File: src/include/bank_macros.svh
`ifndef BANK_MACROS_SVH
`define BANK_MACROS_SVH

// bank geometry
`define BANK_ADDR_W 14
`define BANK_DATA_W 8
`define BANK_DEPTH  (1 << `BANK_ADDR_W)  // 16384 bytes per bank

// arduino_databank codes
`define BANK_SRC 2'd0
`define BANK_KEY 2'd1
`define BANK_CMD 2'd2
`define BANK_DST 2'd3

// engine opcodes
`define OP_NOP      8'h00
`define OP_END      8'h01
`define OP_FILL_SRC 8'h02  // fill src with src[0]

`endif

File: src/bank_pkg.sv
`include "bank_macros.svh"

package bank_pkg;

    typedef logic [`BANK_ADDR_W-1:0] bank_addr_t;
    typedef logic [`BANK_DATA_W-1:0] bank_data_t;
    typedef logic [1:0]              bank_sel_t;   // one of the four bank codes

    // host strobe transfer
    typedef enum logic [2:0] {
        HOST_IDLE,
        HOST_SETUP,
        HOST_ACCESS,
        HOST_CAPTURE,
        HOST_DONE,
        HOST_WAIT_LOW
    } host_state_t;

    // command engine sequencing
    typedef enum logic [3:0] {
        ENG_IDLE,
        ENG_FETCH,
        ENG_FETCH_WAIT,
        ENG_DECODE,
        ENG_FILL_READ,
        ENG_FILL_READ_WAIT,
        ENG_FILL_WRITE,
        ENG_NEXT,
        ENG_HALT
    } engine_state_t;

endpackage

File: src/command_engine.sv
`timescale 1ns/1ps
`include "bank_macros.svh"

module command_engine (
    input  logic                 sysclk,
    input  logic                 arduino_reset,
    input  logic                 arduino_execute,
    input  bank_pkg::bank_data_t cmd_rdata,
    input  bank_pkg::bank_data_t src_rdata,
    output logic                 arduino_isfinished,
    output logic                 cmd_en,
    output bank_pkg::bank_addr_t cmd_addr,
    output logic                 src_en,
    output logic                 src_we,
    output bank_pkg::bank_addr_t src_addr,
    output bank_pkg::bank_data_t src_wdata
);
    import bank_pkg::*;

    engine_state_t state;
    bank_addr_t    pc;             // next opcode in cmd
    bank_data_t    fill_byte;
    bank_addr_t    fill_addr;
    bank_addr_t    fill_addr_nxt;

    assign fill_addr_nxt = fill_addr + 1'b1;

    // cmd bank port b
    assign cmd_en   = (state == ENG_FETCH);
    assign cmd_addr = pc;

    // src bank port b, address 0 holds the fill pattern
    assign src_en    = (state == ENG_FILL_READ) || (state == ENG_FILL_WRITE);
    assign src_we    = (state == ENG_FILL_WRITE);
    assign src_addr  = (state == ENG_FILL_WRITE) ? fill_addr : '0;
    assign src_wdata = fill_byte;

    always_ff @(posedge sysclk) begin
        if (arduino_reset) begin
            state              <= ENG_IDLE;
            pc                 <= '0;
            fill_addr          <= '0;
            arduino_isfinished <= 1'b0;
        end else begin
            case (state)
                ENG_IDLE: begin
                    if (arduino_execute) begin
                        state <= ENG_FETCH;
                    end
                end

                ENG_FETCH: begin
                    state <= ENG_FETCH_WAIT;
                end

                ENG_FETCH_WAIT: begin
                    state <= ENG_DECODE;  // opcode valid on cmd_rdata now
                end

                // cmd_rdata holds while cmd_en stays low
                ENG_DECODE: begin
                    case (cmd_rdata)
                        `OP_NOP: begin
                            state <= ENG_NEXT;
                        end
                        `OP_END: begin
                            arduino_isfinished <= 1'b1;
                            state              <= ENG_HALT;
                        end
                        `OP_FILL_SRC: begin
                            state <= ENG_FILL_READ;
                        end
                        default: begin
                            state <= ENG_NEXT;  // unknown opcode skipped
                        end
                    endcase
                end

                ENG_FILL_READ: begin
                    state <= ENG_FILL_READ_WAIT;
                end

                ENG_FILL_READ_WAIT: begin
                    fill_byte <= src_rdata;
                    fill_addr <= '0;
                    state     <= ENG_FILL_WRITE;
                end

                // one location per cycle, done once the address wraps
                ENG_FILL_WRITE: begin
                    fill_addr <= fill_addr_nxt;
                    if (fill_addr_nxt == '0) begin
                        state <= ENG_NEXT;
                    end
                end

                ENG_NEXT: begin
                    pc    <= pc + 1'b1;
                    state <= ENG_FETCH;
                end

                ENG_HALT: begin
                    state <= ENG_HALT;  // only reset leaves here
                end

                default: state <= ENG_IDLE;
            endcase
        end
    end

    // finished is sticky until the next reset
    a_finished_sticky: assert property (@(posedge sysclk) disable iff (arduino_reset)
        arduino_isfinished |=> arduino_isfinished)
        else $error("command_engine: arduino_isfinished dropped without reset");

endmodule

File: config.mk
export PLATFORM = sky130hd
export DESIGN_NAME = command_engine
export DESIGN_NICKNAME = d
export VERILOG_FILES = /design/src/bank_pkg.sv /design/src/command_engine.sv
export VERILOG_INCLUDE_DIRS = /design/src /design/src/include
export SDC_FILE = /design/constraint.sdc
export NUM_CORES = 1
export LEC_CHECK = 0
export ABC_AREA = 1
export BUFFER_PORTS_ARGS = -buffer_cell sky130_fd_sc_hd__buf_4
export CAP_MARGIN = 20
export CORE_ASPECT_RATIO = 1.25
export CORE_MARGIN = 2
export CORE_UTILIZATION = 42
export CTS_CLUSTER_SIZE = 40
export DETAILED_ROUTE_END_ITERATION = 8
export PLACE_DENSITY_LB_ADDON = 0.08
export SLEW_MARGIN = 20
export SYNTH_ARGS = -nofsm -noshare
export SYNTH_HDL_FRONTEND = slang
export SYNTH_SLANG_ARGS = --single-unit
export TNS_END_PERCENT = 100
File: constraint.sdc
create_clock -name sysclk -period 4.2 [get_ports sysclk]
set_input_delay 0.84 -clock sysclk [delete_from_list [all_inputs] [get_ports sysclk]]
set_output_delay 0.84 -clock sysclk [all_outputs]
set_load 0.01 [all_outputs]
==> metrics <==
status complete, no violations; Critical Path AT 1630 ps; Root Driver clkbuf_8; htree depth 2; PnR worst setup slack 1730 ps; synthesis-to-finish area growth 25.4%; Via Count 2131; Clock Skew 6.88 ps; logic gate share of total power 12.2%; post-synthesis register bit count 41; Final Cycle Share 58.8%; register-to-register setup slack 2410 ps; synth unique cells 33; Hold Path Origin cmd_addr[10]; WL met2 2640 µm; Placed Area 0.00270 mm²; area share of the largest cell type after synthesis 29.7%; sequential share of power 54.8%; startpoint types flip-flop; Slew @ Worst Pin 647 ps; hold path cells 2; final hold slack 476 ps; Most used DFF post-synth dfxtp_1; Rows 29; vias per inst 4.84; Wirelength per Cell 11.4 µm; gr usage total 17.1%; Mapped Avg Cell Area 7.00 µm²; Async S/R FF share, synth 0%; WL met1 2130 µm; pwr/cell area 276 mW/mm²; vias in the first global route 1974; # setup viols final 0; pre-CTS WS 2020 ps; Hold EP cmd_addr[10]; VDD IR max 209 µV; total CTS buffers 5; CTS Buffer Depth 2; P_sw 0.206 mW; RSZ-0062 raised after global routing false; # clock sinks 41; Post-Syn Area 0.00222 mm²; count leader, synth nand2_1; Static Leak 1.15 nW; Synth Instances 318; number of flops mapped to enable cells by yosys 8; Max Fclk 405 MHz; fin crit period 2470 ps; top post-synthesis cells by area dfxtp_1 (30%), nand2_1 (14%), edfxtp_1 (11%); Starting Density 43.8%; post-route cell area 0.00279 mm²; Core Footprint 0.00508 mm²; Worst-path clk slew 80 ps; DR DRC count 0; Int Power 0.565 mW; Fin. Hold Viols 0; placer's final routability congestion estimate 0.800; pin count of the biggest net entering global routing 25; RR Endpoint src_wdata[5]; Slew HR 56.7%; gr ovfl total 0; Register-to-Register Path Depth 4; CP max FO 17; Hold/Removal Path Class reg2reg; Reg-to-Reg Start state[0]; post-detail-place hpwl 3760 µm; # diodes 0; Routed WL 5010 µm; Nets 399; CTS tree yes; Synth top cells by count nand2_1 (83), nor2_1 (45), inv_1 (38); Top Layer Used met4; Post-Route Setup TNS 0 ps; I/O pin cnt 59; Yosys top cell by area dfxtp_1; violation count after the first detailed-route iteration 149; Net Count, Synth 340; clock share of power 33.0%; CP Capture Type output port; Port Buffers 58; yosys warns 0; Sw Share 26.7%; Crit Path Category reg2out; First-pass DRT Iterations 5; WP data required 3360 ps; die area 0.00590 mm²; Seq/Total Area, Yosys 40.5%; Setup Buffers After CTS 0; antenna violations before repair 0; met3 wire len 206 µm; Clock Latency Late Sink 290 ps; Routed Antenna Nets 0; first-pass GRT wire length 8360 µm; count of maximum capacitance violations 0; cts hold-fix bufs 0; die height 85.4 µm; Slew Limit Fails 0; chip width 69.1 µm; layout cells sized above 1 23.5%; post-CTS sizing 0
## worst max-delay path by stage
stage,slack (ps),depth (start not counted),start,end
3_3_place_gp,2090,5,state[2],src_we
3_5_place_dp,2020,5,state[2],src_we
5_1_grt,1600,5,state[2],src_we
4_1_cts,1710,5,state[2],src_we
6_report,1730,5,state[2],src_we
2_1_floorplan,2110,5,state[2],src_addr[10]
## kinds of logic (layout without fill, tap and decap cells)
family	count (synthesis)	in the layout	share of synthesized area, %
AOI/OAI and AO/OA	43	43	9.95
buffers and inverters	46	106	8.38
and+or+nand+nor	183	183	38.7
DFF	41	41	40.5
xor gates and xnor gates	2	2	0.788
adders and majority gates	3	3	1.69
## stage by stage
| stage | utilization, % | power, mW | instances |
|---|---|---|---|
| 2_1_floorplan | - | 0.492 | 318 |
| 3_3_place_gp | 53.2 | 0.527 | 432 |
| 3_5_place_dp | 53.2 | 0.528 | 432 |
| 4_1_cts | 54.9 | 0.783 | 440 |
| 5_1_grt | 54.9 | 0.810 | 440 |
| 6_report | 54.9 | 0.770 | 440 |
## sequential cells by signal (all words and copies together), names as in the netlist
| register | flops |
|---|---|
| arduino_isfinished | 1 |
| cmd_addr | 14 |
| src_wdata | 8 |
| fill_addr | 14 |
| state | 4 |
## cells in the final DEF (no fill, tap or decap), types with 8 or more instances in the layout
cell,instances
a21oi_1,29
o21ai_0,10
inv_1,38
buf_4,58
nand3_1,20
dfxtp_1,33
nor2_1,45
edfxtp_1,8
nand2_1,83
## worst max-delay path: stages (launching register included)
cell	delay, ps
dfxtp_1	420
nand2_4	100
nor2_1	160
nand2_2	240
inv_4	260
buf_4	160
## layout make-up
type | instances | area (µm²)
clock buffer | 5 | 68.8
inverter | 40 | 153
clock inverter | 3 | 17.5
tap | 62 | 77.6
sequential | 41 | 901
multi-input combinational | 231 | 1140
timing repair buffer | 58 | 435
fill | 547 | 2290
## power groups by stage
stage               clock, mW  sequential, mW  combinational [mW]
floorplan                   0           0.429              0.0629
global placement            0           0.431              0.0954
detailed placement          0           0.432              0.0956
CTS                     0.265           0.423              0.0957
global route            0.278           0.424               0.107
finish                  0.254           0.423              0.0938
## per-layer routing
| metal | vias to the layer above | GRT usage (%) |
|---|---|---|
| met1 | 954 | 19.1 |
| li1 | 1132 | - |
| met3 | 2 | 3.92 |
| met4 | 0 | 4.81 |
| met2 | 43 | 32.3 |
| met5 | - | 0 |
(Power assumes the default switching activity.)
