**src/include/bank_macros.svh**
```systemverilog
`ifndef BANK_MACROS_SVH
`define BANK_MACROS_SVH

// bank geometry
`define BANK_ADDR_W 14
`define BANK_DATA_W 8
`define BANK_DEPTH  (1 << `BANK_ADDR_W)  // 16384 bytes per bank

// arduino_databank codes
`define BANK_SRC 2'd0
`define BANK_KEY 2'd1
`define BANK_CMD 2'd2
`define BANK_DST 2'd3

// engine opcodes
`define OP_NOP      8'h00
`define OP_END      8'h01
`define OP_FILL_SRC 8'h02  // fill src with src[0]

`endif

```
**src/bank_pkg.sv**
```systemverilog
`include "bank_macros.svh"

package bank_pkg;

    typedef logic [`BANK_ADDR_W-1:0] bank_addr_t;
    typedef logic [`BANK_DATA_W-1:0] bank_data_t;
    typedef logic [1:0]              bank_sel_t;   // one of the four bank codes

    // host strobe transfer
    typedef enum logic [2:0] {
        HOST_IDLE,
        HOST_SETUP,
        HOST_ACCESS,
        HOST_CAPTURE,
        HOST_DONE,
        HOST_WAIT_LOW
    } host_state_t;

    // command engine sequencing
    typedef enum logic [3:0] {
        ENG_IDLE,
        ENG_FETCH,
        ENG_FETCH_WAIT,
        ENG_DECODE,
        ENG_FILL_READ,
        ENG_FILL_READ_WAIT,
        ENG_FILL_WRITE,
        ENG_NEXT,
        ENG_HALT
    } engine_state_t;

endpackage

```
**src/host_port.sv**
```systemverilog
`timescale 1ns/1ps
`include "bank_macros.svh"

module host_port (
    input  logic                 sysclk,
    input  logic                 arduino_reset,
    input  logic                 arduino_clock,
    input  logic                 arduino_readwrite,
    input  bank_pkg::bank_sel_t  arduino_databank,
    input  bank_pkg::bank_data_t arduino_datain,
    input  bank_pkg::bank_data_t src_rdata,
    input  bank_pkg::bank_data_t key_rdata,
    input  bank_pkg::bank_data_t cmd_rdata,
    input  bank_pkg::bank_data_t dst_rdata,
    output bank_pkg::bank_data_t arduino_dataout,
    output logic [3:0]           host_en,
    output logic                 host_we,
    output bank_pkg::bank_addr_t host_addr,
    output bank_pkg::bank_data_t host_wdata
);
    import bank_pkg::*;

    host_state_t state;
    bank_sel_t   bank_q;           // bank latched at setup
    logic        write_q;          // 1 = write transfer
    bank_data_t  wdata_q;
    bank_addr_t  addr_cnt [4];     // one auto-increment address per bank
    bank_data_t  rd_byte;

    // read data of the latched bank
    always_comb begin
        case (bank_q)
            `BANK_SRC: rd_byte = src_rdata;
            `BANK_KEY: rd_byte = key_rdata;
            `BANK_CMD: rd_byte = cmd_rdata;
            default:   rd_byte = dst_rdata;
        endcase
    end

    assign host_en    = (state == HOST_ACCESS) ? (4'b0001 << bank_q) : 4'b0000;
    assign host_we    = (state == HOST_ACCESS) && write_q;
    assign host_addr  = addr_cnt[bank_q];
    assign host_wdata = wdata_q;

    always_ff @(posedge sysclk) begin
        if (arduino_reset) begin
            state           <= HOST_IDLE;
            bank_q          <= `BANK_SRC;
            write_q         <= 1'b0;
            arduino_dataout <= '0;
            for (int i = 0; i < 4; i++) begin
                addr_cnt[i] <= '0;
            end
        end else begin
            case (state)
                HOST_IDLE: begin
                    if (arduino_clock) begin
                        state <= HOST_SETUP;
                    end
                end

                // bank, direction and byte are sampled once per strobe
                HOST_SETUP: begin
                    bank_q  <= arduino_databank;
                    write_q <= arduino_readwrite;
                    wdata_q <= arduino_datain;
                    state   <= HOST_ACCESS;
                end

                HOST_ACCESS: begin
                    state <= HOST_CAPTURE;  // memory registers the read here
                end

                HOST_CAPTURE: begin
                    if (!write_q) begin
                        arduino_dataout <= rd_byte;  // held until the next read
                    end
                    state <= HOST_DONE;
                end

                HOST_DONE: begin
                    addr_cnt[bank_q] <= addr_cnt[bank_q] + 1'b1;
                    state            <= HOST_WAIT_LOW;
                end

                // one transfer per strobe level
                HOST_WAIT_LOW: begin
                    if (!arduino_clock) begin
                        state <= HOST_IDLE;
                    end
                end

                default: state <= HOST_IDLE;
            endcase
        end
    end

    // only one bank is touched per access
    a_host_en_onehot: assert property (@(posedge sysclk) disable iff (arduino_reset)
        $onehot0(host_en))
        else $error("host_port: host_en not one-hot, %b", host_en);

    a_host_we_with_en: assert property (@(posedge sysclk) disable iff (arduino_reset)
        host_we |-> (host_en != 4'b0000))
        else $error("host_port: host_we without a bank enable");

endmodule

```
**config.mk**
```make
export PLATFORM = sky130hd
export DESIGN_NAME = host_port
export DESIGN_NICKNAME = d
export VERILOG_FILES = /design/src/bank_pkg.sv /design/src/host_port.sv
export VERILOG_INCLUDE_DIRS = /design/src /design/src/include
export SDC_FILE = /design/constraint.sdc
export NUM_CORES = 1
export LEC_CHECK = 0
export BUFFER_PORTS_ARGS = -buffer_cell sky130_fd_sc_hd__buf_2
export CAP_MARGIN = 0
export CORE_ASPECT_RATIO = 2
export CORE_MARGIN = 2
export CORE_UTILIZATION = 51
export CTS_BUF_LIST = sky130_fd_sc_hd__clkbuf_8
export DETAILED_ROUTE_END_ITERATION = 6
export PLACE_DENSITY = 0.9
export SYNTH_ARGS = -nofsm -noshare
export SYNTH_HDL_FRONTEND = slang
export SYNTH_SLANG_ARGS = --single-unit
```
**constraint.sdc**
```tcl
create_clock -name sysclk -period 2.8 [get_ports sysclk]
set_clock_uncertainty 0.2 [all_clocks]
set_input_delay 0.28 -clock sysclk [delete_from_list [all_inputs] [get_ports sysclk]]
set_output_delay 0.28 -clock sysclk [all_outputs]
set_load 0.02 [all_outputs]
```
==> summary.md <==
| Metric | Value |
|---|---|
| P per Cell Area | `between 600 and 700 mW/mm2` |
| Most common cell after layout, fill and taps aside | `buf_2` |
| GR Util All Layers | `0.2347` |
| Vias | `2562` |
| DP Wirelength | `5889 um` |
| Crit path largest cell delay | `0.65 ns` |
| Max H-tree Level | `3` |
| Top cell type's share of synthesized area | `0.5182` |
| Worst Path Buf+Inv | `1` |
| Slew @ Worst Pin | `0.5217 ns` |
| I/O pin cnt | `a little over 80` |
| Most used DFF post-synth | `edfxtp_1` |
| Worst-Skew Late Latency | `0.36 ns` |
| WL per Instance | `between 15 and 20 um` |
| Area leader, netlist | `edfxtp_1` |
| Pin count of the biggest net entering global routing | `18` |
| Most frequent cells in the layout | `buf_2, nor2_1, edfxtp_1` |
| Synthesis warning total | `0` |
| Sequential share of power | `0.471` |
| Area after DPL | `0.004259 mm2` |
| Drt pass-1 iters | `4` |
| Most frequent CP cell | `nor2_1` |
| Post-CTS resize count | `0` |
| Mean Syn Cell Area | `13.79 um2` |
| Number of synthesized flops with an enable pin | `64` |
| Die height | `124.6 um` |
| Port Buf Inserts | `80` |
| Fraction of registers with async set/reset | `0` |
| WP data required | `approximately 2.7 ns` |
| Clock Tree Buf Depth | `2` |
| Max Fclk | `0.3925 GHz` |
| Final WL | `8539 um` |
| Hold WS | `just under 0.02 ns` |
| CP Capture Type | `flip-flop` |
| Nets | `418` |
| Unrepaired setup endpoints after global routing | `false` |
| Vias/cell | `5.486` |
| DIE WIDTH | `64.30 um` |
| Seq/Total Area, Yosys | `0.6046` |
| Cell internal pwr | `2.193 mW` |
| CTS clk-pin slew, worst paths | `0.08 ns` |
| Cells along the critical path | `buf_4 -> mux4_1 -> ha_1 -> nand4_1 -> nor2_1 -> xnor2_1 -> nor2_1` |
| Post-layout util | `0.6465` |
| Initial DRC count | `167` |
| Final setup TNS | `0 ns` |
| TritonCTS Sinks | `80` |
| CP arrival | `2.45 ns` |
| # hold bufs at CTS | `10` |
| Worst setup margin | `between 0.2 and 0.3 ns` |
| Top cells by area, synth | `edfxtp_1, dfxtp_1, nor2_1` |
| Post-place setup slack | `0.2864 ns` |
| Site Rows | `44` |
| Leakage Power | `1.804 nW` |
| Die ar. | `0.008011 mm2` |
| FILL cells | `537` |
| Netlist cell types | `36` |
| Routability Congestion | `0.7774` |
| Busiest layer in global routing | `met2` |
| Sw Ratio | `0.2440` |
| DRC violations left | `0` |
| Slowest-stage cell, CP | `mux4_1` |
| Final period utilization | `0.9099` |
| Setup violations, final | `0` |
| Clock Tree Root | `clkbuf_8` |
| Outcome | `completed` |
| Initial Utilization | `0.5182` |
| Met1 Use GR | `0.2727` |
| Post-CTS Setup Bufs | `0` |
| Comb pwr share | `0.145` |
| Critical path class | `flip-flop to flip-flop` |
| Synth Register Bits | `80` |
| Met2 global-route usage | `0.4136` |
| Path type of the worst min-delay path | `input port to flip-flop` |
| Min Tclk post-route | `2.548 ns` |
| Peak supply drop | `~0.44 mV` |
| Maximum fanout along the worst path | `6` |
| Slew Viols, Final | `0` |
| Worst setup SP type | `flip-flop` |
| Hold Fails Final Rpt | `0` |
| Worst Hold Launch | `arduino_databank[0]` |
| CTS tree | `yes` |
| Ant diodes | `0` |
| Met3 Use GR | `0.03975` |
| P_sw | `0.7079 mW` |
| Fraction of layout cells with a size suffix above 1 | `0.3653` |
| Antenna Violating Nets Remaining | `0` |
| Worst path top cell family by delay | `multiplexers` |
| CTS buffer count | `9` |
| Number of global-route vias before repair | `2731` |
| Design Area, Final | `0.004627 mm2` |
| Area added between synthesis and finish | `24.76%` |
| Max-slew headroom | `0.6517` |
| Congestion Overflow GR | `0` |
| First-pass GRT wire length | `13710 um` |
| Gate Count Post-Synth | `269` |
| Cell Area, Synth | `0.003709 mm2` |
| Clock share of power | `0.384` |
| Max-Cap Viols | `0` |
| Antenna violations before repair | `0` |
| Core area | `0.007157 mm2` |
| Syn nets | `317` |
[final timing paths]
path	cells past startpoint	slack (ns)	to
worst max-delay path	7	0.25	addr_cnt[3][8]
worst min-delay path	3	0.02	flip-flop
worst max register to register	7	0.25	addr_cnt[3][8]
worst min register to register	2	0.29	arduino_dataout[4]
[cell families after synthesis]
group,after synthesis,synth area share
AOI/OAI and AO/OA,9,0.01484
xor gates and xnor gates,13,0.03273
adders and majority gates,2,0.006747
buffers and inverters,20,0.02834
DFF,80,0.6046
muxes,30,0.1653
and+or+nand+nor,115,0.1474
[synth_stat cells, types with 2 or more instances]
cell / instances
a21oi_1: 3
buf_2: 5
clkbuf_1: 9
dfxtp_1: 16
edfxtp_1: 64
ha_1: 2
inv_1: 3
mux2i_1: 8
mux4_1: 10
mux4_2: 12
nand2_1: 14
nand2b_1: 4
nand3_1: 2
nand4_1: 2
nor2_1: 73
nor3_1: 6
nor4_2: 3
o21ai_0: 3
or2_2: 2
or3_1: 2
xnor2_1: 11
[worst reg2reg max path: cells and delay by family (launching register included)]
| family | cells | cell delay (ns) |
|---|---|---|
| XOR/XNOR | 1 | 0.35 |
| adder cells (fa/ha/maj) | 1 | 0.27 |
| buffers and inverters | 1 | 0.17 |
| flip-flops | 1 | 0.34 |
| multiplexers | 1 | 0.65 |
| AND/OR/NAND/NOR | 3 | 0.30 |
[sequential cells by signal, indices dropped and copies added, names as in the netlist, named ones only]
signal and count:
arduino_dataout 8, bank_q 2, state 3, host_wdata 8
addr_cnt 56, write_q 1
[final cells by class]
class	count	area, um2	area share
tap	92	115.1	0.02488
inverter	4	15.01	0.003245
clock inverter	7	143.9	0.03110
multi-input combinational	169	1366	0.2953
sequential	80	2242	0.4846
timing repair buffer	106	620.6	0.1341
clock buffer	9	123.9	0.02677
[power groups by stage]
stage / Clock, mW / Combinational, mW / Sequential [mW]
2_1_floorplan: 0 / 0.270 / 1.39
3_3_place_gp: 0 / 0.396 / 1.39
3_5_place_dp: 0 / 0.409 / 1.39
4_1_cts: 1.13 / 0.423 / 1.37
5_1_grt: 1.18 / 0.454 / 1.37
6_report: 1.11 / 0.421 / 1.37
[stage by stage]
step / power [mW] / instances
3_5_place_dp: 1.801 / 441
2_1_floorplan: 1.659 / 269
3_3_place_gp: 1.784 / 441
5_1_grt: 3.003 / 467
6_report: 2.901 / 467
4_1_cts: 2.923 / 467
[metal layers]
metal / vias up / part of all wire
met2: 103 / 0.55
met4: 0 / 0.028
met1: 1250 / 0.35
li1: 1190 / -
met5: - / 0
met3: 19 / 0.064
No activity file was read; power rests on OpenSTA's default activity.
